**config.mk**
```make
export PLATFORM = sky130hd
export DESIGN_NAME = lsu
export DESIGN_NICKNAME = d
export VERILOG_FILES = /design/src/fetch_pkg.sv /design/src/lsu.sv
export VERILOG_INCLUDE_DIRS = /design/src /design/src/src
export SDC_FILE = /design/constraint.sdc
export NUM_CORES = 1
export LEC_CHECK = 0
export BUFFER_PORTS_ARGS = -buffer_cell sky130_fd_sc_hd__buf_2
export CELL_PAD_IN_SITES_DETAIL_PLACEMENT = 0
export CELL_PAD_IN_SITES_GLOBAL_PLACEMENT = 2
export CORE_AREA = 3 3 151 153
export CTS_CLUSTER_DIAMETER = 120
export DETAILED_ROUTE_END_ITERATION = 7
export DIE_AREA = 0 0 154 156
export MAX_ROUTING_LAYER = met4
export PLACE_DENSITY_LB_ADDON = 0.1
export SLEW_MARGIN = 30
export SYNTH_ARGS = -nofsm -noshare
export SYNTH_HDL_FRONTEND = slang
export SYNTH_SLANG_ARGS = --single-unit
export TNS_END_PERCENT = 5
```
**constraint.sdc**
```tcl
create_clock -name clk -period 11.2 [get_ports clk]
set_clock_uncertainty 0.1 [all_clocks]
set_input_delay 0.56 -clock clk [delete_from_list [all_inputs] [get_ports clk]]
set_output_delay 0.56 -clock clk [all_outputs]
set_load 0.005 [all_outputs]
```
**src/fetch_config.svh**
```systemverilog
////////////////////////////////////////////////////////////////////////////
// global widths, reset fetch address, nop encoding and ram depth
////////////////////////////////////////////////////////////////////////////

`ifndef FETCH_CONFIG_SVH
`define FETCH_CONFIG_SVH

// address and data width
`define XLEN 64

// first fetch address, low bits land at ram word 0
`define PC_START 64'h0000_0000_8000_0000

// addi x0, x0, 0
`define INST_NOP 32'h0000_0013

// ram depth in 64-bit words
`define MEM_WORDS 256

`endif

```
**src/fetch_pkg.sv**
```systemverilog
////////////////////////////////////////////////////////////////////////////
// enums shared by the fetch subsystem: bus owner, arbiter state, lsu op
////////////////////////////////////////////////////////////////////////////

package fetch_pkg;

  // current holder of the shared memory bus
  typedef enum logic [1:0] {
    OWNER_NONE = 2'd0,
    OWNER_IFU  = 2'd1,
    OWNER_LSU  = 2'd2
  } bus_owner_e;

  // arbiter fsm
  typedef enum logic {
    ARB_IDLE = 1'b0,
    ARB_BUSY = 1'b1
  } arb_state_e;

  // load/store command code
  typedef enum logic [1:0] {
    LSU_NOP   = 2'd0,
    LSU_LOAD  = 2'd1,
    LSU_STORE = 2'd2
  } lsu_op_e;

endpackage

```
**src/lsu.sv**
```systemverilog
////////////////////////////////////////////////////////////////////////////
// load/store unit, one 64-bit command at a time over the shared bus
////////////////////////////////////////////////////////////////////////////

`timescale 1ns/1ps
`include "fetch_config.svh"

module lsu (
  input  logic                clk,
  input  logic                rst,
  // command strobe
  input  fetch_pkg::lsu_op_e  i_lsu_op,
  input  logic [`XLEN-1:0]    i_lsu_addr,
  input  logic [`XLEN-1:0]    i_lsu_wdata,
  // shared bus master port
  input  logic                i_bus_ack,
  input  logic [`XLEN-1:0]    i_bus_rdata,
  output logic                o_bus_req,
  output logic [`XLEN-1:0]    o_bus_addr,
  output logic                o_bus_we,
  output logic [`XLEN-1:0]    o_bus_wdata,
  // completion
  output logic                o_lsu_done,
  output logic [`XLEN-1:0]    o_lsu_rdata
);

  logic cmd_valid;

  assign cmd_valid = (i_lsu_op != fetch_pkg::LSU_NOP);

  // request stays up until the ack cycle
  always_ff @(posedge clk) begin
    if (rst) begin
      o_bus_req  <= 1'b0;
      o_lsu_done <= 1'b0;
    end else begin
      o_lsu_done <= 1'b0;
      if (o_bus_req) begin
        if (i_bus_ack) begin
          o_bus_req  <= 1'b0;
          o_lsu_done <= 1'b1;
        end
      end else if (cmd_valid) begin
        o_bus_req <= 1'b1;
      end
    end
  end

  // one-entry command register
  always_ff @(posedge clk) begin
    if (!o_bus_req && cmd_valid) begin
      o_bus_addr  <= i_lsu_addr;
      o_bus_we    <= (i_lsu_op == fetch_pkg::LSU_STORE);
      o_bus_wdata <= i_lsu_wdata;
    end
  end

  // load data, stores leave the last value
  always_ff @(posedge clk) begin
    if (o_bus_req && i_bus_ack && !o_bus_we) begin
      o_lsu_rdata <= i_bus_rdata;
    end
  end

  // no back-pressure on the command port
  assert property (@(posedge clk) disable iff (rst)
    cmd_valid |-> !o_bus_req)
    else $error("lsu: command issued while busy");

endmodule

```
; ---- Yosys cells after proc, flatten, opt, wreduce, memory -nomap -nowiden
; Index checks and enable logic that the tools add are counted.
[totals]
elab_cells = 19
reg_bits = 195
output_inout_bits = 195
[classes]
mux = 4
n_bitwise = 1
eq_ne = 1
n_reduce_logical = 7
[op_table]
columns = operator, count
row1 = $mux 1, 4
row2 = $logic_and 1x1->1, 3
row3 = $eq 2x2->1 const B, 1
row4 = $logic_not 1->1, 2
row5 = $reduce_bool 2->1, 1
row6 = $reduce_or 2->1, 1
row7 = $not 1->1, 1

; ---- Longest topological paths before layout
[logic_depth]
depth_word = 3
depth_mapped = 2

; ---- Least setup slack after synthesis
; No wires, ideal clock.
[synth_path]
path_type = in2reg
start = input port i_lsu_op[1]
end = register o_bus_addr[0] (enable)
path_buffers = 0
path_slack_ns = 4.458
setup_ns = 0.623
t_arrival_ns = 6.019
cell_stages = 2
cell_sequence = nor2_1 nor2_1
[synth_via]
elab_chain_len = 2
[synth_lines]
columns = element, line
row1 = start: declaration, lsu.sv:12  ; input fetch_pkg::lsu_op_e i_lsu_op,
row2 = $reduce_bool 2->1, lsu.sv:29  ; assign cmd_valid = (i_lsu_op != fetch_pkg::LSU_NOP);
row3 = $logic_and 1x1->1, lsu.sv:51  ; if (!o_bus_req && cmd_valid) begin
row4 = end signal: assignment, lsu.sv:52  ; o_bus_addr <= i_lsu_addr;
row5 = end: declaration, lsu.sv:19  ; output logic [`XLEN-1:0] o_bus_addr,
; No other way between the ends.
; A chain may end at the register's enable or synchronous reset.

; ---- Worst setup path in the final report
[layout_path]
start = register o_bus_req
end = register o_bus_addr[7] (enable)
[layout_via]
elab_chain_len = 2
[layout_lines]
columns = element, line
row1 = start: declaration, lsu.sv:18  ; output logic o_bus_req,
row2 = start signal: assignment, lsu.sv:34  ; o_bus_req <= 1'b0;
row3 = start signal: assignment, lsu.sv:40  ; o_bus_req <= 1'b0;
row4 = start signal: assignment, lsu.sv:44  ; o_bus_req <= 1'b1;
row5 = $logic_not 1->1, lsu.sv:51
row6 = $logic_and 1x1->1, lsu.sv:51
; No other way between the ends.

==> metrics.md <==
| Metric | Value |
|---|---|
| R2r setup slk | `a little under 9 ns` |
| VDD IR max | `0.09250 mV` |
| DRC | `0` |
| Final setup viols | `0` |
| Cell with the most instances after synthesis | `edfxtp_1` |
| Die area | `24020 sq um` |
| Post-CTS Hold Fix Bufs | `0` |
| Startpoint Class | `register` |
| Top cell type's share of synthesized area | `0.9851` |
| Buffer depth of the longest clock path | `2` |
| Final ANT Viol Nets | `0` |
| MaxCap Viol Count | `0` |
| Area of the multi-input gates | `62.56 sq um` |
| Minimum hold slack | `a little over 0.2 ns` |
| Reg clk slew, reported paths | `around 0.070 ns` |
| Setup Buffers After CTS | `0` |
| Max Fanout on Critical Path | `70` |
| Total Routing Usage GR | `0.1393` |
| Status | `complete, no violations` |
| Routability cong. | `0.7782` |
| Crit path capture type | `register` |
| Largest area contributor in the netlist | `edfxtp_1` |
| Core area | `21690 sq um` |
| Critical Path AT | `2.41 ns` |
| Vias in the first global route | `3762` |
| DRT Wirelength | `16860 microns` |
| Async set-reset flop share out of synthesis | `0` |
| WL/cell | `about 18 microns` |
| Leading post-synthesis cells by cell area | `edfxtp_1 (99%), dfxtp_1 (0.68%), nor2_1 (0.26%)` |
| WP data required | `11.15 ns` |
| Switching Fraction | `0.2161` |
| DR pass1 iterations | `4` |
| #FFs+latches synth | `195` |
| Die span in x | `154 microns` |
| Clock Sinks | `around 200` |
| Syn Std Cell Area | `5883 sq um` |
| Setup TNS | `0 ns` |
| # fillers | `between 2000 and 2500` |
| # rows | `54` |
| Leakage power | `between 3 and 4 nW` |
| Num CTS Buffers | `17` |
| CTS Root Cell | `clkbuf_16` |
| Tmin final | `roughly 2.5 ns` |
| Fin. Hold Viols | `0` |
| Port bufs | `between 300 and 400` |
| Final Slew Violations | `0` |
| H-Tree Level Count | `4` |
| P&R area growth vs syn | `49.91%` |
| Hold Path Class | `primary input to register` |
| Critical R2R Launch | `o_bus_req$_SDFF_PP0_` |
| Largest net degree at the start of global routing | `71` |
| Post-CTS sizing | `0` |
| Via Count | `3611` |
| Post-Syn Nets | `400` |
| NetSw | `~340 uW` |
| Dpl hpwl | `13310 microns` |
| CTS tree | `built` |
| Mean Syn Cell Area | `28.98 sq um` |
| Combinational power share | `0.069` |
| Crit path kind | `register to register` |
| Seq/Total Area, Yosys | `0.9919` |
| Power Dens Cells | `179.8 nW/um^2` |
| Grt ovf | `0` |
| Final std cell area, no fill | `8820 sq um` |
| First-pass GRT wire length | `about 23000 microns` |
| Top post-synthesis cells by count | `edfxtp_1 (193), nor2_1 (4), dfxtp_1 (2)` |
| Initial Utilization | `0.2713` |
| Gate Count Post-Synth | `203` |
| Share of layout cells above drive strength 1 | `0.6799` |
| Initial antenna violation count | `4` |
| Clock latency on the worst-skew pair | `0.42 ns` |
| Clock share of power | `0.383` |
| Synth warnings | `0` |
| Internal cell power | `1.243 mW` |
| F_max | `0.4068 GHz` |
| Max-slew headroom | `0.4164` |
| Hold path depth | `1` |
| Worst slew pin tran | `between 0.8 and 0.9 ns` |
| Final period util | `0.2195` |
| Synth cell types | `7` |
| Height of the die | `156 microns` |
| Register Area | `5836 sq um` |
| Worst reg2reg path depth | `3` |
| Top FF cell, synth | `edfxtp_1` |
| Area after DPL | `a little over 8000 sq um` |
| RSZ-0062 raised after global routing | `false` |
| Number of synthesized flops with an enable pin | `193` |
| Top Ports | `392` |
| Register share of total power | `0.548` |
| Hold Path Origin | `i_lsu_addr[44]` |
| Net count, final | `813` |
| FF-to-FF End | `o_bus_addr[7]$_DFFE_PP_` |
| Via density | `3.959` |
| 1st-iter DRT viols | `195` |
| Hold Path Sink | `o_bus_addr[44]$_DFFE_PP_` |
worst max-delay path, stage by stage, from the launching register on:
cell     delay, ns
dfxtp_1       0.38
nor2_4        0.12
buf_4         0.59
buf_4         0.81
routing by layer:
layer	global-route usage	routed length (microns)	vias up
li1	-	-	1649
met1	0.1407	5806	1704
met2	0.2363	8787	246
met3	0.07351	2053	12
met4	0.03995	216	0
met5	-	0	-
how the worst max path moves through the flow:
stage	startpoint	to	slack, ns
floorplan	i_lsu_op[1]	o_bus_addr[0]$_DFFE_PP_	4.46
global placement	i_lsu_op[1]	o_bus_wdata[49]$_DFFE_PP_	8.41
detailed placement	i_lsu_op[0]	o_bus_addr[22]$_DFFE_PP_	8.38
CTS	o_bus_req$_SDFF_PP0_	o_bus_addr[10]$_DFFE_PP_	8.69
global route	o_bus_req$_SDFF_PP0_	o_bus_wdata[16]$_DFFE_PP_	8.51
finish	o_bus_req$_SDFF_PP0_	o_bus_addr[7]$_DFFE_PP_	8.74
power groups by stage:
stage                     Sequential (mW)  Clock [mW]  Combinational (mW)
after floorplan                     0.900           0              0.0157
after global placement              0.884           0               0.114
after detailed placement            0.885           0               0.114
after CTS                           0.869       0.628               0.114
after global routing                0.873       0.660               0.122
final                               0.868       0.607               0.110
state kept, by name, indices dropped and copies added (netlist names):
name	cells
o_bus_req	1
o_lsu_done	1
o_bus_addr	64
o_lsu_rdata	64
o_bus_wdata	64
o_bus_we	1
layout make-up:
cell class / count / share of cell area
multi-input combinational: 8 / 0.007093
clock buffer: 18 / 0.04866
clock inverter: 13 / 0.01731
tap: 280 / 0.03972
sequential: 195 / 0.6617
antenna: 4 / 0.001135
timing repair buffer: 394 / 0.2244
cell families after synthesis:
group	count (synthesis)	synth area share
compound gates	1	0.002126
flops	195	0.9919
simple gates	7	0.005954
stage by stage:
stage | util | worst slack, ns | cells | power, mW
floorplan | - | 4.458 | 203 | 0.9156
global placement | 0.3794 | 8.407 | 877 | 0.9976
detailed placement | 0.3794 | 8.378 | 877 | 0.9991
CTS | 0.4062 | 8.688 | 908 | 1.611
global route | 0.4067 | 8.513 | 912 | 1.654
finish | 0.4067 | 8.741 | 912 | 1.585
cell usage in the layout (no fill, tap or decap), drive strengths merged:
master	synthesis	final
buf	0	394
edfxtp	193	193
clkbuf	0	18
clkinvlp	0	5
diode	0	4
inv	0	4
nor2	4	4
bufinv	0	2
dfxtp	2	2
clkinv	0	2
nor2b	1	1
nand2	1	1
nor3	1	1
a211oi	1	1
Power figures use the tool's default switching activity.
