File: config.mk
export PLATFORM = sky130hd
export DESIGN_NAME = ifu
export DESIGN_NICKNAME = d
export VERILOG_FILES = /design/src/ifu.sv
export VERILOG_INCLUDE_DIRS = /design/src /design/src/src
export SDC_FILE = /design/constraint.sdc
export NUM_CORES = 1
export LEC_CHECK = 0
export ABC_AREA = 1
export BUFFER_PORTS_ARGS = -buffer_cell sky130_fd_sc_hd__buf_4
export CAP_MARGIN = 40
export CORE_MARGIN = 4
export CORE_UTILIZATION = 40
export DETAILED_ROUTE_END_ITERATION = 12
export HOLD_SLACK_MARGIN = 0.1
export PLACE_DENSITY = 0.73
export SLEW_MARGIN = 20
export SYNTH_ARGS = -nofsm -noshare
export SYNTH_HDL_FRONTEND = slang
export SYNTH_SLANG_ARGS = --single-unit
File: constraint.sdc
create_clock -name clk -period 2.75 [get_ports clk]
set_clock_uncertainty 0.1 [all_clocks]
set_input_delay 0.1375 -clock clk [delete_from_list [all_inputs] [get_ports clk]]
set_output_delay 0.1375 -clock clk [all_outputs]
set_load 0.05 [all_outputs]
File: src/fetch_config.svh
////////////////////////////////////////////////////////////////////////////
// global widths, reset fetch address, nop encoding and ram depth
////////////////////////////////////////////////////////////////////////////

`ifndef FETCH_CONFIG_SVH
`define FETCH_CONFIG_SVH

// address and data width
`define XLEN 64

// first fetch address, low bits land at ram word 0
`define PC_START 64'h0000_0000_8000_0000

// addi x0, x0, 0
`define INST_NOP 32'h0000_0013

// ram depth in 64-bit words
`define MEM_WORDS 256

`endif

File: src/ifu.sv
////////////////////////////////////////////////////////////////////////////
// instruction fetch unit: sequential pc, jump compare, flush and bubble
////////////////////////////////////////////////////////////////////////////

`timescale 1ns/1ps
`include "fetch_config.svh"

module ifu (
  input  logic               clk,
  input  logic               rst,
  input  logic               i_ena,
  // shared bus master port
  input  logic               i_bus_ack,
  input  logic [`XLEN-1:0]   i_bus_rdata,
  output logic               o_bus_req,
  output logic [`XLEN-1:0]   o_bus_addr,
  // jump feedback from execute
  input  logic               i_pc_jmp,
  input  logic [`XLEN-1:0]   i_pc_jmpaddr,
  // delivered instruction
  output logic [`XLEN-1:0]   o_pc,
  output logic [`XLEN-1:0]   o_pc_pred,
  output logic [31:0]        o_inst,
  output logic               o_fetched,
  output logic               o_nocmt
);

  logic             flush_en;
  logic             drop_once;
  logic [`XLEN-1:0] jmp_target;
  logic             handshake;
  logic             mispredict;
  logic [31:0]      inst_half;

  assign handshake  = o_bus_req & i_bus_ack;
  // a second jump while a flush is pending is ignored
  assign mispredict = i_pc_jmp & ~flush_en & (i_pc_jmpaddr != o_pc_pred);
  // word holds two instructions, pc bit 2 picks one
  assign inst_half  = o_bus_addr[2] ? i_bus_rdata[`XLEN-1:32] : i_bus_rdata[31:0];

  //////////////////////////////////////////////////////////////////////////
  // fetch sequencing
  //////////////////////////////////////////////////////////////////////////

  always_ff @(posedge clk) begin
    if (rst) begin
      o_bus_req  <= 1'b0;
      o_bus_addr <= `PC_START;
      o_pc       <= '0;
      o_pc_pred  <= `PC_START;
      o_inst     <= `INST_NOP;
      o_fetched  <= 1'b0;
      o_nocmt    <= 1'b0;
      flush_en   <= 1'b0;
      drop_once  <= 1'b0;
    end else begin
      o_fetched <= 1'b0;
      o_nocmt   <= 1'b0;
      if (mispredict) begin
        flush_en  <= 1'b1;
        // drop whatever is outstanding, an ack right now is dropped below
        drop_once <= o_bus_req & ~i_bus_ack;
      end
      if (handshake) begin
        if (mispredict || drop_once) begin
          // stale fetch, hold off until the address is reloaded
          drop_once <= 1'b0;
          o_bus_req <= 1'b0;
        end else begin
          o_bus_req  <= i_ena;
          o_bus_addr <= o_bus_addr + `XLEN'd4;
          o_pc       <= o_bus_addr;
          o_pc_pred  <= o_bus_addr + `XLEN'd4;
          o_inst     <= inst_half;
          o_fetched  <= 1'b1;
        end
      end else if (flush_en && !drop_once) begin
        // uncommitted nop bubble at the jump target
        flush_en   <= 1'b0;
        o_bus_addr <= jmp_target;
        o_bus_req  <= i_ena;
        o_pc       <= jmp_target;
        o_pc_pred  <= jmp_target + `XLEN'd4;
        o_inst     <= `INST_NOP;
        o_nocmt    <= 1'b1;
        o_fetched  <= 1'b1;
      end else if (!o_bus_req && i_ena && !flush_en && !mispredict) begin
        o_bus_req <= 1'b1;
      end
    end
  end

  // jump target held until the bubble goes out
  always_ff @(posedge clk) begin
    if (mispredict) begin
      jmp_target <= i_pc_jmpaddr;
    end
  end

  // discarded fetch must not come out as a delivery
  assert property (@(posedge clk) disable iff (rst)
    (handshake && (drop_once || mispredict)) |=> !o_fetched)
    else $error("ifu: dropped fetch was delivered");

endmodule

# [Word level (Yosys, flattened, before mapping)]
# Cells that the tools add are included.
# W data, S select, Z words.
[word_totals] regBits=293 out_inout_bits=227 word_cells=57
[op_classes] add_sub_neg=2 n_eq_ne=2 mux=24 n_bitwise=6 reduce_logical=13
[op_table] operator="$mux W64" count=7
[op_table] operator="$add A64 B3 Y64 const B" count=2
[op_table] operator="$mux W32" count=4
[op_table] operator="$ne A64 B64 Y1" count=1
[op_table] operator="$mux W1" count=13
[op_table] operator="$and A1 B1 Y1" count=4
[op_table] operator="$logic_and A1 B1 Y1" count=4
[op_table] operator="$logic_not A1 Y1" count=4
[op_table] operator="$reduce_bool A3 Y1" count=1
[op_table] operator="$ne A2 B2 Y1 const B" count=1
[op_table] operator="$not A1 Y1" count=2
[op_table] operator="$reduce_and A2 Y1" count=1
[op_table] operator="$reduce_bool A2 Y1" count=1
[op_table] operator="$reduce_or A2 Y1" count=1
[op_table] operator="$logic_or A1 B1 Y1" count=1

# [Logic depth before layout (Yosys ltp)]
[logic_depth] word_depth=8 mapped_depth=17 mapped_depth_nobuf=15

# [Worst setup path before layout]
# OpenSTA, ideal clock, no wires.
[synth_timing] kind="register to register" start="reg o_pc_pred[29]" end="reg jmp_target[0] (enable)" setup_time_ns=0.418 arrival_time_ns=2.484 required_ns=2.232 setup_slack_ns=-0.252 path_stages_with_launch=11 path_buffers=0 period_less_slack_ns=3.002 cell_sequence="dfxtp_1 nor2_1 nor2_1 nor2_1 nand2_1 nor2_1 nand2_1 nor2_1 nand2_1 nand2_4 inv_1"
[synth_between] elab_chain_len=2
[synth_lines] element="start: declaration" line_no="ifu.sv:22" source="output logic [`XLEN-1:0] o_pc_pred,"
[synth_lines] element="start signal: assignment" line_no="ifu.sv:50" source="o_pc_pred <= `PC_START;"
[synth_lines] element="start signal: assignment" line_no="ifu.sv:73" source="o_pc_pred <= o_bus_addr + `XLEN'd4;"
[synth_lines] element="start signal: assignment" line_no="ifu.sv:83" source="o_pc_pred <= jmp_target + `XLEN'd4;"
[synth_lines] element="$ne A64 B64 Y1" line_no="ifu.sv:37" source="assign mispredict = i_pc_jmp & ~flush_en & (i_pc_jmpaddr != o_pc_pred);"
[synth_lines] element="$and A1 B1 Y1" line_no="ifu.sv:37"
[synth_lines] element="via mispredict" line_no="ifu.sv:32" source="logic mispredict;"
[synth_lines] element="end signal: assignment" line_no="ifu.sv:96" source="jmp_target <= i_pc_jmpaddr;"
[synth_lines] element="end: declaration" line_no="ifu.sv:30" source="logic [`XLEN-1:0] jmp_target;"
# The timed path passes the listed nets, and every way through them passes these cells.
# A chain may end at the register's enable or synchronous reset.

# [Worst setup path after layout]
[layout_timing] start="reg jmp_target[28]" end="reg o_pc_pred[35]"
[layout_between] elab_chain_len=3
[layout_lines] element="$add A64 B3 Y64" line_no="ifu.sv:83"
[layout_lines] element="$mux W64" line_no="ifu.sv:77" source="end else if (flush_en && !drop_once) begin"
[layout_lines] element="$mux W64" line_no="ifu.sv:64" source="if (handshake) begin"
# No other way between the ends. The select of a mux whose other input is x is not followed.

==> flow_results.xml <==
<?xml version="1.0" encoding="UTF-8"?>
<metrics>
  <group name="status">
    <metric name="run_status" unit="">finished clean</metric>
  </group>
  <group name="synthesis">
    <metric name="synth_nets" unit="">2816</metric>
    <metric name="netlist.area_leader.share" unit="%">26.3</metric>
    <metric name="yosysWarnings" unit="">0</metric>
    <metric name="synth_top_cell_by_area" unit="">sky130_fd_sc_hd__dfxtp_1</metric>
    <metric name="ys_seq_elements" unit="">291</metric>
    <metric name="synth.cell_area" unit="mm2">0.0173</metric>
    <metric name="synth_cells" unit="">2681</metric>
    <metric name="share_of_flip_flops_with_an_asynchronous_set_or_reset" unit="%">0</metric>
    <metric name="cell_with_the_most_instances_after_synthesis" unit="">sky130_fd_sc_hd__nand2_1</metric>
    <metric name="post_synth_main_area_contributors" unit="">sky130_fd_sc_hd__dfxtp_1 (26%), sky130_fd_sc_hd__nand2_1 (15%), sky130_fd_sc_hd__nor2_1 (12%), sky130_fd_sc_hd__edfxtp_1 (11%), sky130_fd_sc_hd__o21ai_0 (6.0%)</metric>
    <metric name="ys.flop_type" unit="">sky130_fd_sc_hd__dfxtp_1</metric>
    <metric name="synth_edf_count" unit="">64</metric>
    <metric name="synth.yosys.seq_area_share" unit="%">37.4</metric>
    <metric name="synth.top_cells.by_count" unit="">sky130_fd_sc_hd__nand2_1 (687), sky130_fd_sc_hd__nor2_1 (566), sky130_fd_sc_hd__inv_1 (240)</metric>
    <metric name="avgSynthCellArea" unit="um2">6.44</metric>
    <metric name="ys_types" unit="">46</metric>
  </group>
  <group name="routing">
    <metric name="routedWlPerCell" unit="um">18.8</metric>
    <metric name="starting_drt_drc_count" unit="">2093</metric>
    <metric name="detail_route.drc_violations" unit="">0</metric>
    <metric name="total_detailed_routing_wirelength" unit="mm">71.2</metric>
    <metric name="route.antenna.remaining_nets" unit="">0</metric>
    <metric name="drt-vias-per-instance" unit="">5.20</metric>
    <metric name="number_of_vias_in_the_routed_layout" unit="">19700</metric>
    <metric name="detailedRoute.firstPassIterationCount" unit="">6</metric>
  </group>
  <group name="setup_path">
    <metric name="critical_path_required" unit="ns">3.12</metric>
    <metric name="cp.arrival" unit="ns">3.07</metric>
    <metric name="timing.critical_path.slowest_cell_delay" unit="ns">0.60</metric>
    <metric name="crit-reg2reg-launch" unit="">jmp_target[28]</metric>
    <metric name="cp.depth" unit="">9</metric>
    <metric name="first_element_of_the_critical_path" unit="">jmp_target[28]</metric>
    <metric name="crit_slowest_cell" unit="">sky130_fd_sc_hd__o21ai_0</metric>
    <metric name="setup.worst_path.end" unit="">o_pc_pred[35]</metric>
    <metric name="crit_buf_inv" unit="">1</metric>
    <metric name="end_kind" unit="">flip-flop</metric>
    <metric name="timing.critical_path.cells" unit="">inv_1 &gt; nor3_1 &gt; nand2_1 &gt; nor2_1 &gt; nand3_1 &gt; xor2_1 &gt; o21ai_0 &gt; nor2_1 &gt; nor2_1</metric>
    <metric name="nature_of_the_critical_path_startpoint" unit="">flip-flop</metric>
    <metric name="critPathMostFrequentCell" unit="">sky130_fd_sc_hd__nor2_1</metric>
    <metric name="crit_family" unit="">simple AND/OR/NAND/NOR gates</metric>
    <metric name="r2r_cells" unit="">9</metric>
    <metric name="path_max_fanout" unit="">5</metric>
    <metric name="critPathKind" unit="">flip-flop to flip-flop</metric>
    <metric name="rrSetupSlack" unit="ns">0.04</metric>
    <metric name="timing.rr.end" unit="">o_pc_pred[35]</metric>
  </group>
  <group name="clock_tree">
    <metric name="h-tree-depth" unit="">2</metric>
    <metric name="worst_setup_hold_path_clk_slew" unit="ns">0.06</metric>
    <metric name="cts_sinks" unit="">291</metric>
    <metric name="clock_tree.root_cell" unit="">sky130_fd_sc_hd__clkbuf_16</metric>
    <metric name="clockBufferDepth" unit="">3</metric>
    <metric name="clock_insertion_delay_worst_skew" unit="ns">0.56</metric>
    <metric name="post_cts_repair_timing_setup_buffer_count" unit="">0</metric>
    <metric name="tritoncts" unit="">done</metric>
    <metric name="numCtsBuffers" unit="">34</metric>
  </group>
  <group name="flow_run">
    <metric name="cap_violations" unit="">0</metric>
  </group>
  <group name="pwr">
    <metric name="power.share.combinational" unit="%">35.1</metric>
    <metric name="share_seq_of_total_power" unit="%">35.0</metric>
    <metric name="p_switching" unit="mW">6.44</metric>
    <metric name="cellInternalPower" unit="mW">9.67</metric>
    <metric name="leakagePower" unit="nW">11.1</metric>
    <metric name="power_per_cell_area" unit="mW/mm2">686</metric>
    <metric name="switching_share" unit="%">40.0</metric>
    <metric name="worst_ir_drop_vdd" unit="uV">407</metric>
    <metric name="pwr-share-clk" unit="%">29.9</metric>
  </group>
  <group name="floorplanning">
    <metric name="num_rows" unit="">75</metric>
    <metric name="floorplan.core_area" unit="mm2">0.0423</metric>
    <metric name="die_h" unit="um">216</metric>
    <metric name="die_w" unit="um">216</metric>
    <metric name="ios" unit="">360</metric>
    <metric name="floorplan.die_area" unit="mm2">0.0466</metric>
    <metric name="initial_core_util" unit="%">40.8</metric>
  </group>
  <group name="global_routing">
    <metric name="number_of_antenna_violations_at_the_first_check_in_global_routing" unit="">1</metric>
    <metric name="global_route.usage.total" unit="%">29.4</metric>
    <metric name="grt_pass1_vias" unit="">18400</metric>
    <metric name="global_route_wire_length_before_repair" unit="mm">108</metric>
    <metric name="grt_start_max_net_pins" unit="">94</metric>
    <metric name="grt_overflow_total" unit="">0</metric>
  </group>
  <group name="timing">
    <metric name="timing.setup.tns" unit="ns">0</metric>
    <metric name="max_freq" unit="GHz">0.370</metric>
    <metric name="setup_ws_post_layout" unit="ns">0.0443</metric>
    <metric name="grt_setup_unrepaired" unit="">no</metric>
    <metric name="report.final.slew_viol_count" unit="">0</metric>
    <metric name="slew_headroom" unit="%">49.9</metric>
    <metric name="tightestPinTransition" unit="ns">0.744</metric>
    <metric name="finalHoldViolCount" unit="">0</metric>
    <metric name="crit_path_time_final" unit="ns">2.71</metric>
    <metric name="final_min_period_over_clock_period" unit="%">98.4</metric>
    <metric name="timing.final.setup_violations" unit="">0</metric>
  </group>
  <group name="cells_and_area">
    <metric name="syn_to_final_growth" unit="%">35.8</metric>
    <metric name="post_route_cells_drive_above_1_share" unit="%">21.2</metric>
    <metric name="nNetsFinal" unit="">3319</metric>
    <metric name="fillerInstances" unit="">4013</metric>
    <metric name="multi_input_gate_area_in_the_final_layout" unit="mm2">0.00919</metric>
    <metric name="area.sequential" unit="mm2">0.00654</metric>
  </group>
  <group name="placement">
    <metric name="number_of_buffer_cells_added_on_primary_ports" unit="">359</metric>
    <metric name="detailedPlacementHpwl" unit="mm">54.2</metric>
    <metric name="gp_congestion" unit="">1.03</metric>
    <metric name="pre_cts_slack" unit="ns">0.0999</metric>
  </group>
  <group name="hold_path">
    <metric name="timing.hold.worst.class" unit="">primary input to flip-flop</metric>
  </group>
</metrics>
## state kept, by name (all words and copies together) (netlist names)
| register | flops |
|---|---|
| jmp_target | 64 |
| o_bus_addr | 64 |
| o_pc | 64 |
| o_pc_pred | 62 |
| o_inst | 32 |
| drop_once | 1 |
| flush_en | 1 |
| o_bus_req | 1 |
| o_fetched | 1 |
| o_nocmt | 1 |
## cells in the final DEF (no fill, tap or decap), types with 55 or more instances in the layout
master / count
sky130_fd_sc_hd__nand2_1: 686
sky130_fd_sc_hd__nor2_1: 564
sky130_fd_sc_hd__buf_4: 431
sky130_fd_sc_hd__inv_1: 237
sky130_fd_sc_hd__o21ai_0: 208
sky130_fd_sc_hd__dfxtp_1: 172
sky130_fd_sc_hd__dlygate4sd3_1: 132
sky130_fd_sc_hd__o21ai_1: 114
sky130_fd_sc_hd__nand3_1: 104
sky130_fd_sc_hd__nor2_2: 102
sky130_fd_sc_hd__edfxtp_1: 64
sky130_fd_sc_hd__nor3_1: 61
sky130_fd_sc_hd__xor2_1: 59
sky130_fd_sc_hd__dfxtp_2: 55
## power by group through the flow
stage / logic (mW) / registers [mW] / clock network (mW)
6_report: 5.66 / 5.64 / 4.81
5_1_grt: 6.04 / 5.70 / 5.02
4_1_cts: 5.59 / 5.60 / 4.88
3_5_place_dp: 5.41 / 5.68 / 0
3_3_place_gp: 5.37 / 5.68 / 0
2_1_floorplan: 2.00 / 7.16 / 0
## metal layers
layer  track usage, %  vias up  share of wire, %
met5                0        -             0.018
met4             10.8        2               4.1
met3             5.63      164                10
met2             44.5     1012                43
met1             41.7     9025                43
li1                 -     9505                 -
## cell families after synthesis
group | count (synthesis) | synth area share, %
xor gates and xnor gates | 70 | 3.55
adders and majority gates | 2 | 0.145
buffers and inverters | 360 | 9.49
and+or+nand+nor | 1584 | 38.4
AOI/OAI and AO/OA | 374 | 10.9
DFF | 291 | 37.4
## repair_timing
item	4_1_cts	5_1_grt
setup endpoints to repair	0	127
endpoints found under the hold margin	164	0
resized for setup	0	3
hold buffers	132	0
## stage by stage
step           power, mW  util (%)  cells  cell area [um2]  hold WS, ns
2_1_floorplan       9.15         -   2681            17300        0.107
3_3_place_gp        11.1      49.4   3592            20900        0.232
3_5_place_dp        11.1      49.5   3593            21000        0.234
4_1_cts             16.1      55.4   3786            23500        0.210
5_1_grt             16.8      55.4   3786            23500        0.233
6_report            16.1      55.5   3787            23500        0.234
## how the worst min path moves through the flow
stage | start | end | slack [ns] | depth (start not counted)
after floorplan | rst | o_bus_req | 0.11 | 1
after global placement | i_pc_jmpaddr[0] | jmp_target[0] | 0.23 | 1
after detailed placement | i_pc_jmpaddr[0] | jmp_target[0] | 0.23 | 1
after CTS | i_pc_jmpaddr[9] | jmp_target[9] | 0.21 | 2
after global routing | i_pc_jmpaddr[34] | jmp_target[34] | 0.23 | 2
final | i_pc_jmpaddr[8] | jmp_target[8] | 0.23 | 2
## cell type report
class,count,share of cell area (%)
Clock inverter,15,0.789
Inverter,248,4.04
Tap cell,577,3.08
Multi-Input combinational cell,2030,39.2
Timing Repair Buffer,579,20.8
Clock buffer,46,4.26
Antenna cell,1,0.0107
Sequential cell,291,27.8
Note: power is estimated with default switching activity, not from simulation.
