==> config.mk <==
export PLATFORM = sky130hd
export DESIGN_NAME = mem_arbiter
export DESIGN_NICKNAME = d
export VERILOG_FILES = /design/src/fetch_pkg.sv /design/src/mem_arbiter.sv
export VERILOG_INCLUDE_DIRS = /design/src /design/src/src
export SDC_FILE = /design/constraint.sdc
export NUM_CORES = 1
export LEC_CHECK = 0
export ABC_AREA = 1
export BUFFER_PORTS_ARGS = -buffer_cell sky130_fd_sc_hd__buf_2
export CAP_MARGIN = 20
export CORE_AREA = 2 2 203 205
export CTS_CLUSTER_SIZE = 24
export DETAILED_ROUTE_END_ITERATION = 16
export DIE_AREA = 0 0 205 207
export PLACE_DENSITY = 0.37
export SLEW_MARGIN = 15
export SYNTH_ARGS = -nofsm -noshare
export SYNTH_HDL_FRONTEND = slang
export SYNTH_SLANG_ARGS = --single-unit
==> constraint.sdc <==
create_clock -name clk -period 1.5 [get_ports clk]
set_input_delay 0.15 -clock clk [delete_from_list [all_inputs] [get_ports clk]]
set_output_delay 0.15 -clock clk [all_outputs]
set_load 0.05 [all_outputs]
==> src/fetch_config.svh <==
////////////////////////////////////////////////////////////////////////////
// global widths, reset fetch address, nop encoding and ram depth
////////////////////////////////////////////////////////////////////////////

`ifndef FETCH_CONFIG_SVH
`define FETCH_CONFIG_SVH

// address and data width
`define XLEN 64

// first fetch address, low bits land at ram word 0
`define PC_START 64'h0000_0000_8000_0000

// addi x0, x0, 0
`define INST_NOP 32'h0000_0013

// ram depth in 64-bit words
`define MEM_WORDS 256

`endif

==> src/fetch_pkg.sv <==
////////////////////////////////////////////////////////////////////////////
// enums shared by the fetch subsystem: bus owner, arbiter state, lsu op
////////////////////////////////////////////////////////////////////////////

package fetch_pkg;

  // current holder of the shared memory bus
  typedef enum logic [1:0] {
    OWNER_NONE = 2'd0,
    OWNER_IFU  = 2'd1,
    OWNER_LSU  = 2'd2
  } bus_owner_e;

  // arbiter fsm
  typedef enum logic {
    ARB_IDLE = 1'b0,
    ARB_BUSY = 1'b1
  } arb_state_e;

  // load/store command code
  typedef enum logic [1:0] {
    LSU_NOP   = 2'd0,
    LSU_LOAD  = 2'd1,
    LSU_STORE = 2'd2
  } lsu_op_e;

endpackage

==> src/mem_arbiter.sv <==
////////////////////////////////////////////////////////////////////////////
// two-master bus arbiter, lsu priority, grant held until ram ack
////////////////////////////////////////////////////////////////////////////

`timescale 1ns/1ps
`include "fetch_config.svh"

module mem_arbiter (
  input  logic               clk,
  input  logic               rst,
  // fetch master
  input  logic               i_if_req,
  input  logic [`XLEN-1:0]   i_if_addr,
  output logic               o_if_ack,
  output logic [`XLEN-1:0]   o_if_rdata,
  // load/store master
  input  logic               i_ls_req,
  input  logic [`XLEN-1:0]   i_ls_addr,
  input  logic               i_ls_we,
  input  logic [`XLEN-1:0]   i_ls_wdata,
  output logic               o_ls_ack,
  output logic [`XLEN-1:0]   o_ls_rdata,
  // ram side
  input  logic               i_mem_ack,
  input  logic [`XLEN-1:0]   i_mem_rdata,
  output logic               o_mem_req,
  output logic [`XLEN-1:0]   o_mem_addr,
  output logic               o_mem_we,
  output logic [`XLEN-1:0]   o_mem_wdata
);

  fetch_pkg::arb_state_e state;
  fetch_pkg::bus_owner_e owner;
  logic                  if_own;
  logic                  ls_own;

  assign if_own = (state == fetch_pkg::ARB_BUSY) && (owner == fetch_pkg::OWNER_IFU);
  assign ls_own = (state == fetch_pkg::ARB_BUSY) && (owner == fetch_pkg::OWNER_LSU);

  //////////////////////////////////////////////////////////////////////////
  // grant fsm
  //////////////////////////////////////////////////////////////////////////

  always_ff @(posedge clk) begin
    if (rst) begin
      state <= fetch_pkg::ARB_IDLE;
      owner <= fetch_pkg::OWNER_NONE;
    end else begin
      case (state)
        fetch_pkg::ARB_IDLE: begin
          // lsu wins a tie
          if (i_ls_req) begin
            owner <= fetch_pkg::OWNER_LSU;
            state <= fetch_pkg::ARB_BUSY;
          end else if (i_if_req) begin
            owner <= fetch_pkg::OWNER_IFU;
            state <= fetch_pkg::ARB_BUSY;
          end
        end
        fetch_pkg::ARB_BUSY: begin
          if (i_mem_ack) begin
            owner <= fetch_pkg::OWNER_NONE;
            state <= fetch_pkg::ARB_IDLE;
          end
        end
        default: begin
          state <= fetch_pkg::ARB_IDLE;
        end
      endcase
    end
  end

  // forward owner to ram
  assign o_mem_req   = (ls_own & i_ls_req) | (if_own & i_if_req);
  assign o_mem_addr  = ls_own ? i_ls_addr : i_if_addr;
  assign o_mem_we    = ls_own & i_ls_we;
  assign o_mem_wdata = i_ls_wdata;

  // response only to the owner
  assign o_if_ack   = if_own & i_mem_ack;
  assign o_ls_ack   = ls_own & i_mem_ack;
  assign o_if_rdata = if_own ? i_mem_rdata : '0;
  assign o_ls_rdata = ls_own ? i_mem_rdata : '0;

  assert property (@(posedge clk) disable iff (rst)
    (state == fetch_pkg::ARB_BUSY) |-> (owner != fetch_pkg::OWNER_NONE))
    else $error("arbiter: busy without an owner");

  assert property (@(posedge clk) disable iff (rst)
    !(o_if_ack && o_ls_ack))
    else $error("arbiter: both masters acknowledged");

endmodule

# == Yosys cells after proc, flatten, opt, wreduce, memory -nomap -nowiden ==
# Index checks and enable logic that the tools add are counted.
# classes
n_bitwise,7
n_eq_ne,4
n_reduce_logical,3
n_mux,11
# op_table
op,count
$mux W64,3
$mux W2,3
$and A1 B1 Y1,5
$pmux W2 S2,1
$mux W1,3
$ne A3 B3 Y1 const B,1
$eq A2 B1 Y1 const B,1
$eq A2 B2 Y1 const B,1
$logic_and A1 B1 Y1,2
$ne A2 B2 Y1 const B,1
$pmux W1 S2,1
$reduce_and A2 Y1,1
$not A1 Y1,1
$or A1 B1 Y1,1
# word_totals
register_bits,3
word_cells,27
output_inout_bits,260
input_bits,262

# == Longest topological paths before layout ==
# Gate-level depths: netlist (run 1).
# depth
ltp_word,4
depth_mapped,6
depth_no_buf,5

# == Worst setup path before layout (run 1) ==
# Ideal clock, no wire load.
# synth_path
path_kind,register to output
startpoint,reg state
endpoint,out o_mem_addr[0]
path_buffers,1
arrival_time_ns,1.811
setup_slack_ns,-0.461
stages_incl_launch_ff,4
cell_sequence,dfxtp_1 -> nand3_2 -> clkbuf_1 -> o21ai_0
# synth_between
elab_chain_len,2
# synth_lines
item,line_no,source
start: declaration,mem_arbiter.sv:32,fetch_pkg::arb_state_e state;
start signal: assignment,mem_arbiter.sv:46,state <= fetch_pkg::ARB_IDLE;
start signal: assignment,mem_arbiter.sv:54,state <= fetch_pkg::ARB_BUSY;
start signal: assignment,mem_arbiter.sv:57,state <= fetch_pkg::ARB_BUSY;
$logic_and A1 B1 Y1,mem_arbiter.sv:38,assign ls_own = (state == fetch_pkg::ARB_BUSY) && (owner == fetch_pkg::OWNER_LSU);
$mux W64,mem_arbiter.sv:75,assign o_mem_addr = ls_own ? i_ls_addr : i_if_addr;
end: declaration,mem_arbiter.sv:27,"output logic [`XLEN-1:0] o_mem_addr,"
# No other way between the ends.

# == Worst setup path after layout (run 1) ==
# layout_path
startpoint,reg state
endpoint,out o_if_rdata[19]
# layout_between
elab_chain_len,2
# layout_lines
item,line_no,source
$logic_and A1 B1 Y1,mem_arbiter.sv:37,assign if_own = (state == fetch_pkg::ARB_BUSY) && (owner == fetch_pkg::OWNER_IFU);
$mux W64,mem_arbiter.sv:82,assign o_if_rdata = if_own ? i_mem_rdata : '0;
end: declaration,mem_arbiter.sv:15,"output logic [`XLEN-1:0] o_if_rdata,"
# No other way between the ends.

==> results.cfg, run 1 <==
[status]
run_status = finished with violations
violations = setup timing

[sta]
timing_max_transition_violations_final = 0
final-setup-viol-count = 67
fin_skew_ns = 0.000344
fmax_mhz = 634
worstMarginPinSlew_ns = 0.298
final_critical_path_setup_slack_ns = -0.0770
period_share = 1.05
timing.slew.headroom = 0.801
shortest_clock_period_the_worst_path_allows_after_layout_ns = 1.58
timing.final.hold_violations = 0
rsz0062_at_grt = true

[final_layout]
insertedDiodeCount = 0
post_layout_nonfiller_instances = 1380
drive_gt1_frac = 0.733
share_of_the_core_filled_with_cells_in_the_final_layout = 0.168
final_net_count = 1111
fin_area_mm2 = 0.00676
syn2layout_area_growth_pct = 182

[critical_path]
worst-r2r-setup-slack_ns = 0.52
timing_worst_setup_path_type = register to output port
crit_path_launch = state$_SDFF_PP0_
crit_path_cell_trace = buf_4, nand2_4, buf_12, nor2_1, buf_6
critPathRequiredTime_ns = 1.35
top_cell_family_by_delay_on_the_critical_path = buffers and inverters
worst_setup_path_endpoint = o_if_rdata[19]
critical_path.reg2reg.startpoint = owner[0]$_SDFFE_PP0P_
critPathMaxStageDelay_ns = 0.36
worst-r2r-cell-count = 6
timing.critical_path.buf_inv = 3
critPathSlowestCell = sky130_fd_sc_hd__dfxtp_2
crit_path_max_fanout = 32
critical_path.startpoint_type = register
timing.rr.end = owner[0]$_SDFFE_PP0P_
critical_path_arrival_ns = 1.43
crit_path_capture_type = output port
critical_path_depth = 5

[synthesis]
yosysTopAreaCellShare = 0.211
synth.cell_area_mm2 = 0.00240
synth_largest_area_cell = sky130_fd_sc_hd__inv_1
synth_seq_cells = 3
post_synth_main_area_contributors = sky130_fd_sc_hd__inv_1, sky130_fd_sc_hd__nor2_1, sky130_fd_sc_hd__buf_4
postSynthCellCount = 506
synth_sequential_area_ratio = 0.0250
mappedNetlistNets = 768
synth_cell_types = 13
synthesis.area_per_instance_um2 = 4.75
synth_warn = 0

[power]
max-vdd-ir-drop_mv = 0.265
power_frac_clock = 0.159
power.share.switching = 0.531
share_seq_of_total_power = 0.036
cellPowerDensity_mw_per_mm2 = 389
p_int_w = 0.00123
switchingPower_w = 0.00140
lkg_pwr_nw = 3.71
combinationalPowerShare = 0.805

[floorplanning]
chipWidth_um = 205
coreArea_mm2 = 0.0404
ios = 522
floorplan.initialDensity = 0.0595
chipHeight_um = 207
die_area_mm2 = 0.0424
row_count = 74

[global_routing]
globalRoute.totalOverflow = 0
gr-usage-all-layers = 0.0639
grt_max_degree = 33
grt_pass1_wl_mm = 20.9
first_global_vias = 3984
antenna_found_initial = 2

[drt]
drt.antenna.violating_nets = 0
post_drt_via_cell_ratio = 3.00
drt-wirelength-per-cell_um = 11.1
vias = 4145
drt-pass1-iter-count = 4
detail_route.drc_violations = 0
routed_wl_mm = 15.3
detail_route.iter0.violations = 136

[cts]
cts_num_sinks = 3
root_buffer = sky130_fd_sc_hd__clkbuf_16
cts_buffer_depth = 2
clk_latency_ns = 0.22
cts_tree = yes
clock_h_tree_levels = 1
numCtsBuffers = 3
holdBufCountCts = 0
path_clk_slew_ns = 0.03

[place]
detailed_place.area_mm2 = 0.00516
placed_cells = 1370
place.gp.congestion = 0.784
pre_cts_ws_ns = 0.0100
numPortBuffers = 393
dp_hpwl_mm = 12.4

[hold_path]
hold_class = primary input to register

[run]
maxCapViolations = 0
[layout make-up]
| cell class | count | area [µm²] |
|---|---|---|
| fill | 4537 | 33600 |
| timing repair buffer | 430 | 3680 |
| multi-input combinational | 276 | 1770 |
| tap | 532 | 666 |
| inverter | 135 | 507 |
| clock buffer | 4 | 78.8 |
| sequential | 3 | 62.6 |
[cells in the mapped netlist]
master	n
sky130_fd_sc_hd__nand3_2	1
sky130_fd_sc_hd__o22ai_1	1
sky130_fd_sc_hd__nand2_1	71
sky130_fd_sc_hd__o21ai_1	24
sky130_fd_sc_hd__buf_4	65
sky130_fd_sc_hd__inv_1	135
sky130_fd_sc_hd__nor2_1	134
sky130_fd_sc_hd__o21ai_0	41
sky130_fd_sc_hd__buf_6	14
sky130_fd_sc_hd__a21oi_1	4
sky130_fd_sc_hd__dfxtp_1	3
sky130_fd_sc_hd__clkbuf_1	6
sky130_fd_sc_hd__buf_2	7
[worst min path at each step]
| stage | from | endpoint | slack, ns | cells after the start |
|---|---|---|---|---|
| after detailed placement | i_ls_wdata[12] | o_mem_wdata[12] | 0.30 | 0 |
| after CTS | rst | owner[1]$_SDFFE_PP0P_ | 0.12 | 2 |
| after floorplan | rst | owner[0]$_SDFFE_PP0P_ | 0.22 | 1 |
| final | rst | owner[1]$_SDFFE_PP0P_ | 0.13 | 2 |
| after global placement | i_ls_wdata[12] | o_mem_wdata[12] | 0.30 | 0 |
| after global routing | rst | owner[1]$_SDFFE_PP0P_ | 0.13 | 2 |
[cells in the final DEF (no fill, tap or decap)]
cell                          n
sky130_fd_sc_hd__dfxtp_2      2
sky130_fd_sc_hd__nand2_4      1
sky130_fd_sc_hd__o21ai_4      2
sky130_fd_sc_hd__o21ai_2     54
sky130_fd_sc_hd__inv_2        1
sky130_fd_sc_hd__buf_2      198
sky130_fd_sc_hd__a21oi_1      4
sky130_fd_sc_hd__o21ai_1      8
sky130_fd_sc_hd__dfxtp_1      1
sky130_fd_sc_hd__nor2_2     106
sky130_fd_sc_hd__clkbuf_1     1
sky130_fd_sc_hd__nor2_4      14
sky130_fd_sc_hd__o21ai_0      1
sky130_fd_sc_hd__nand2_2      7
sky130_fd_sc_hd__nand2_1     63
sky130_fd_sc_hd__nor2_1      14
sky130_fd_sc_hd__inv_1      134
sky130_fd_sc_hd__buf_8        2
sky130_fd_sc_hd__buf_6      181
sky130_fd_sc_hd__buf_16       1
sky130_fd_sc_hd__buf_12      19
sky130_fd_sc_hd__buf_4       29
sky130_fd_sc_hd__clkbuf_16    3
sky130_fd_sc_hd__nand3_4      1
sky130_fd_sc_hd__o22ai_2      1
[worst reg2reg max path: stages, from the launching register on]
cell and delay, ns:
sky130_fd_sc_hd__dfxtp_1 0.31, sky130_fd_sc_hd__inv_2 0.06, sky130_fd_sc_hd__buf_4 0.13, sky130_fd_sc_hd__buf_4 0.12
sky130_fd_sc_hd__a21oi_1 0.12, sky130_fd_sc_hd__nand2_1 0.07, sky130_fd_sc_hd__a21oi_1 0.11
[kinds of logic (layout without fill, tap and decap cells)]
kind of cell,after synthesis,in the layout,share of synthesized area
AO/OA/AOI/OAI,70,70,0.146
flip-flops,3,3,0.0250
AND/OR/NAND/NOR,206,206,0.325
buffers and inverters,227,569,0.504
[registers in the layout (all words and copies together) (netlist names)]
name,cells
owner,2
state,1
[power by group through the flow]
stage          Clock (W)  Combinational, W  Sequential [W]
5_1_grt         0.000440           0.00224       0.0000956
2_1_floorplan          0           0.00159       0.0000925
6_report        0.000420           0.00212       0.0000949
4_1_cts         0.000431           0.00206       0.0000949
3_3_place_gp           0           0.00174       0.0000944
3_5_place_dp           0           0.00174       0.0000944
[per-stage QoR]
| step | power [W] | TNS (ns) | hold slack, ns |
|---|---|---|---|
| 5_1_grt | 0.00277 | -13.01 | 0.131 |
| 2_1_floorplan | 0.00168 | -9.88 | 0.219 |
| 3_3_place_gp | 0.00183 | -0.0140 | 0.300 |
| 3_5_place_dp | 0.00183 | 0 | 0.300 |
| 6_report | 0.00263 | -2.10 | 0.127 |
| 4_1_cts | 0.00259 | -3.93 | 0.125 |
[metal layers]
| layer | track usage | wire length (µm) |
|---|---|---|
| met1 | 0.0582 | 5170 |
| met2 | 0.135 | 8530 |
| met3 | 0.0194 | 1360 |
| met4 | 0.0112 | 227 |
| met5 | 0 | 0 |
[what timing repair did]
item | in CTS | in global routing
endpoints found under the setup margin | 188 | 193
buffers inserted | 5 | 1
endpoints found under the hold margin | 0 | 0
pin swaps | 2 | 2
resized for setup | 366 | 94
Power figures use the tool's default switching activity.
==> run 2, diff against run 1 <==
Settings changed: BUFFER_PORTS_ARGS -buffer_cell sky130_fd_sc_hd__buf_2 to not set, CORE_AREA 2 2 203 205 to 2 2 205 207, DIE_AREA 0 0 205 207 to 0 0 207 209, DONT_BUFFER_PORTS set to 1, PLACE_DENSITY 0.37 to 0.3.
==> run 2 against run 1 <==
Effect of this change: critical path type unchanged; core utilization down 1.3 points; the flow still finishes with violations (setup timing); highest routed layer is now met5; worst hold slack worse by 0.054 ns; global-route usage down 0.35 points; critical path depth up 3; sequential share of layout area up 0.12 points; design area down 5.9%; sequential power up 0.5%; cell count down 13%.
==> results.cfg, run 2 (synthesized netlist as in run 1, its figures left out) <==
[status]
run_status = finished with violations
violations = setup timing

[critical_path]
crit_path_capture_type = output port
critPathRequiredTime_ns = 1.35
critical_path.startpoint_type = register
crit_path_max_fanout = 6
worst-r2r-setup-slack_ns = 0.55
timing_worst_setup_path_type = register to output port
critical_path_arrival_ns = 1.50
critPathSlowestCell = sky130_fd_sc_hd__dfxtp_2
critPathMaxStageDelay_ns = 0.33
crit_path_cell_trace = inv_4, nor2_4, nand2_4, buf_12, buf_12, buf_4, nor2_4, buf_8

[drt]
routed_wl_mm = 15.7
drt-wirelength-per-cell_um = 13.1
post_drt_via_cell_ratio = 2.99
detail_route.drc_violations = 0
vias = 3591
detail_route.iter0.violations = 107
drt.antenna.violating_nets = 0
drt-pass1-iter-count = 4

[final_layout]
insertedDiodeCount = 0
drive_gt1_frac = 0.627
n_fill_cell = 4632
layout.cells.most_common_list = sky130_fd_sc_hd__inv_1, sky130_fd_sc_hd__buf_6, sky130_fd_sc_hd__nor2_2, sky130_fd_sc_hd__nand2_1, sky130_fd_sc_hd__buf_12
register_area_um2 = 66.3
mostFrequentLayoutCell = sky130_fd_sc_hd__inv_1
reg.largest.list = owner (2), state (1)
post_layout_nonfiller_instances = 1201
largest_register_ff_count = 2
register_name_with_the_most_flops = owner
multi_input_area_mm2 = 0.00186
share_of_the_core_filled_with_cells_in_the_final_layout = 0.154
final_net_count = 925
syn2layout_area_growth_pct = 165

[cts]
root_buffer = sky130_fd_sc_hd__clkbuf_16
cts_num_sinks = 3
cts_tree = yes
cts_buffer_depth = 2
clk_latency_ns = 0.23
path_clk_slew_ns = 0.03
numCtsBuffers = 3
clock_h_tree_levels = 1

[global_routing]
globalRoute.totalOverflow = 0
gr-usage-all-layers = 0.0603
first_global_vias = 3323
grt_pass1_wl_mm = 20.0
antenna_found_initial = 1
grt_max_degree = 38

[run]
maxCapViolations = 0

[floorplanning]
row_count = 75
die_area_mm2 = 0.0433
coreArea_mm2 = 0.0413
ios = 522
chipHeight_um = 209
floorplan.initialDensity = 0.0582
chipWidth_um = 207

[sta]
final_critical_path_setup_slack_ns = -0.147
worstMarginPinSlew_ns = 0.248
tns_ns = -8.48
fin_skew_ns = 0.00323
timing.slew.headroom = 0.835
timing_max_transition_violations_final = 0
shortest_clock_period_the_worst_path_allows_after_layout_ns = 1.65
rsz0062_at_grt = true
period_share = 1.10
final-setup-viol-count = 143
fmax_mhz = 607
timing.final.hold_violations = 0

[place]
dp_hpwl_mm = 12.1
pre_cts_ws_ns = -0.243
place.gp.congestion = 0.756
numPortBuffers = 0
placed_cells = 1182

[hold_path]
hold_class = primary input to register

[power]
max-vdd-ir-drop_mv = 0.256
post-layout-total-power_w = 0.00253
lkg_pwr_nw = 3.12
cellPowerDensity_mw_per_mm2 = 397
## run 2: final timing paths
path	from	endpoint	depth (start not counted)
worst max-delay path	owner[0]$_SDFFE_PP0P_	o_if_rdata[42]	8
worst min-delay path	i_ls_req	owner[1]$_SDFFE_PP0P_	2
worst max register to register	state$_SDFF_PP0_	owner[1]$_SDFFE_PP0P_	6
worst min register to register	owner[1]$_SDFFE_PP0P_	owner[1]$_SDFFE_PP0P_	2
## run 2: per-stage QoR
stage	hold slack [ns]	area, µm²
global placement	0.224	5090
detailed placement	0.228	5090
finish	0.0733	6370
floorplan	0.219	2710
global route	0.0809	6370
CTS	0.0715	5610
## run 2: layout make-up
class,instances,share of cell area
inverter,135,0.0800
tap,539,0.106
multi-input combinational,276,0.293
timing repair buffer,244,0.499
clock buffer,4,0.0124
sequential,3,0.0104
## run 2: power breakdown
part / leakage [nW] / internal (W) / switching, W
registers: 0.0261 / 0.0000872 / 0.00000820
logic: 3.05 / 0.000722 / 0.00128
clock network: 0.0382 / 0.000351 / 0.0000791
## run 2: per-layer routing
layer / GRT usage / share of wire
met3: 0.0258 / 0.098
met5: 0 / 0.00083
met2: 0.119 / 0.55
met4: 0.0108 / 0.026
met1: 0.0578 / 0.33
## run 2: repair_timing
action,CTS,global route
buffers inserted,3,8
setup endpoints to repair,181,184
hold endpoints to repair,3,0
resized for setup,98,157
pin swaps,2,2
cloned,1,4
hold buffers,1,0
## run 2: critical path: cells and delay by family, from the launching register on
kind / cells / cell delay, ns
buffers and inverters: 5 / 0.65
DFF: 1 / 0.33
and+or+nand+nor: 3 / 0.29
==> run 3, diff against run 2 <==
==> constraint.sdc (replaced) <==
create_clock -name clk -period 1.5 [get_ports clk]
set_input_delay 0 -clock clk [delete_from_list [all_inputs] [get_ports clk]]
set_output_delay 0 -clock clk [all_outputs]
set_load 0.05 [all_outputs]
==> run 3 against run 2 <==
Effect of this change: power is 9.3% lower; largest cell class unchanged; sequential share of layout area rose by 0.15 points; count of clock-buffer cells in the layout stayed put; largest power group unchanged; sequential power fell by 0.9%; the flow still finishes with violations (setup timing); die area is the same; wire length fell by 9.5%.
==> results.cfg, run 3 (synthesized netlist as in run 1, its figures left out) <==
[status]
run_status = finished with violations
violations = setup timing

[power]
cellPowerDensity_mw_per_mm2 = 436
combinationalPowerShare = 0.776
share_seq_of_total_power = 0.041
lkg_pwr_nw = 2.91
p_int_w = 0.00104
switchingPower_w = 0.00125
max-vdd-ir-drop_mv = 0.235
power_frac_clock = 0.183
power.share.switching = 0.545

[final_layout]
layout.cells.most_common_list = sky130_fd_sc_hd__inv_1, sky130_fd_sc_hd__buf_4, sky130_fd_sc_hd__nor2_1, sky130_fd_sc_hd__buf_6, sky130_fd_sc_hd__nand2_1
syn2layout_area_growth_pct = 119
final_net_count = 912
register_name_with_the_most_flops = owner
fin_area_mm2 = 0.00526
post_layout_nonfiller_instances = 1189
drive_gt1_frac = 0.488
mostFrequentLayoutCell = sky130_fd_sc_hd__inv_1
reg.largest.list = owner (2), state (1)
share_of_the_core_filled_with_cells_in_the_final_layout = 0.127
largest_register_ff_count = 2

[global_routing]
grt_max_degree = 54
gr-usage-all-layers = 0.0539
antenna_found_initial = 1
first_global_vias = 3058
globalRoute.totalOverflow = 0
grt_pass1_wl_mm = 17.7

[cts]
clock_h_tree_levels = 1
numCtsBuffers = 3
root_buffer = sky130_fd_sc_hd__clkbuf_16
cts_tree = yes
clk_latency_ns = 0.22
path_clk_slew_ns = 0.03
cts_num_sinks = 3
cts_buffer_depth = 2

[sta]
final_critical_path_setup_slack_ns = -0.00442
timing_max_transition_violations_final = 0
hold_slack_ns = 0.0000193
timing.slew.headroom = 0.824
fin_skew_ns = 0.000966
final-setup-viol-count = 1
period_share = 1.00
rsz0062_at_grt = true
fmax_mhz = 665
worstMarginPinSlew_ns = 0.262
timing.final.hold_violations = 0
shortest_clock_period_the_worst_path_allows_after_layout_ns = 1.50

[drt]
route.layer.met1.wl_mm = 4.48
route.met2.wl_mm = 7.51
drt.antenna.violating_nets = 0
routed_wl_mm = 14.2
vias = 3485
drt-wirelength-per-cell_um = 12.0
detail_route.drc_violations = 0
drt-pass1-iter-count = 4
post_drt_via_cell_ratio = 2.93
topRoutingLayerUsed = met4
met3RoutedLength_mm = 1.71
detail_route.iter0.violations = 89

[critical_path]
timing_worst_setup_path_type = register to output port
worst-r2r-cell-count = 6
critPathMaxStageDelay_ns = 0.36
crit_path_capture_type = output port
critical_path_arrival_ns = 1.50
crit_path_cell_trace = nand3_4, buf_16, buf_4, nor2_1, buf_4
critPathRequiredTime_ns = 1.50
critical_path.startpoint_type = register
crit_path_frequent_cell = sky130_fd_sc_hd__buf_4
crit_path_max_fanout = 10
critPathSlowestCell = sky130_fd_sc_hd__dfxtp_2

[place]
placed_cells = 1167
detailed_place.area_mm2 = 0.00446
place.gp.congestion = 0.748
dp_hpwl_mm = 11.0
pre_cts_ws_ns = 0.169
numPortBuffers = 0

[floorplanning]
ios = 522
chipHeight_um = 209
floorplan.initialDensity = 0.0582
row_count = 75
chipWidth_um = 207
coreArea_mm2 = 0.0413
die_area_mm2 = 0.0433

[hold_path]
hold_depth = 0
hold_class = primary input to output port

[run]
maxCapViolations = 0
[run 3: changes by cell type in the layout (fill, tap and decap cells not counted), moves of 4 or more]
cell                      before  now
sky130_fd_sc_hd__nand2_2       3    7
sky130_fd_sc_hd__nor2_1       21   99
sky130_fd_sc_hd__nor2_2       77   34
sky130_fd_sc_hd__buf_12       60   28
sky130_fd_sc_hd__buf_6       114   71
sky130_fd_sc_hd__nor2_4       36    1
sky130_fd_sc_hd__o21ai_1      20   26
sky130_fd_sc_hd__buf_4        53  123
sky130_fd_sc_hd__buf_8        12    0
sky130_fd_sc_hd__o21ai_2      36   31
[run 3: area by class of cell]
type                    count  area [µm²]
well taps                 539         674
inverters                 135         507
multi-input cells         276        1450
fillers                  4758       36000
flip-flops and latches      3        62.6
repair buffers            231        2480
clock buffers               4        78.8
diodes                      1        2.50
[run 3: path summary, 6_finish.rpt]
path	start	end	slack [ns]
max	state$_SDFF_PP0_	o_ls_rdata[31]	-0.004
min	i_ls_wdata[43]	o_mem_wdata[43]	0.00002
max reg2reg	state$_SDFF_PP0_	owner[0]$_SDFFE_PP0P_	0.53
min reg2reg	owner[1]$_SDFFE_PP0P_	owner[1]$_SDFFE_PP0P_	0.50
[run 3: metrics by stage]
step / power [W] / setup TNS (ns)
after floorplan: 0.00163 / -12.45
after global placement: 0.00170 / 0
after detailed placement: 0.00170 / 0
after CTS: 0.00216 / -0.0128
after global routing: 0.00241 / -1.06
final: 0.00229 / -0.00442
[run 3: power by group through the flow]
stage / combinational (W) / sequential [W] / clock (W)
global route: 0.00187 / 0.0000949 / 0.000443
global placement: 0.00161 / 0.0000939 / 0
CTS: 0.00164 / 0.0000945 / 0.000429
finish: 0.00178 / 0.0000945 / 0.000420
floorplan: 0.00154 / 0.0000925 / 0
detailed placement: 0.00160 / 0.0000938 / 0
[run 3: critical path, delay by kind of cell, from the launching register on]
kind          cells  cell delay [ns]
simple gates      2             0.31
flops             1             0.36
buf+inv           3             0.61
[run 3: what timing repair did]
action	CTS	global route
setup endpoints to repair	30	87
hold buffers	2	0
pin swaps	0	2
cloned	1	6
endpoints found under the hold margin	3	0
setup buffers	3	6
gates resized for setup	10	118
[run 3: per-layer routing]
metal,GRT usage,vias to the layer above
li1,-,1659
met3,0.0268,26
met4,0.0264,0
met1,0.0475,1527
met2,0.101,273
met5,0,-
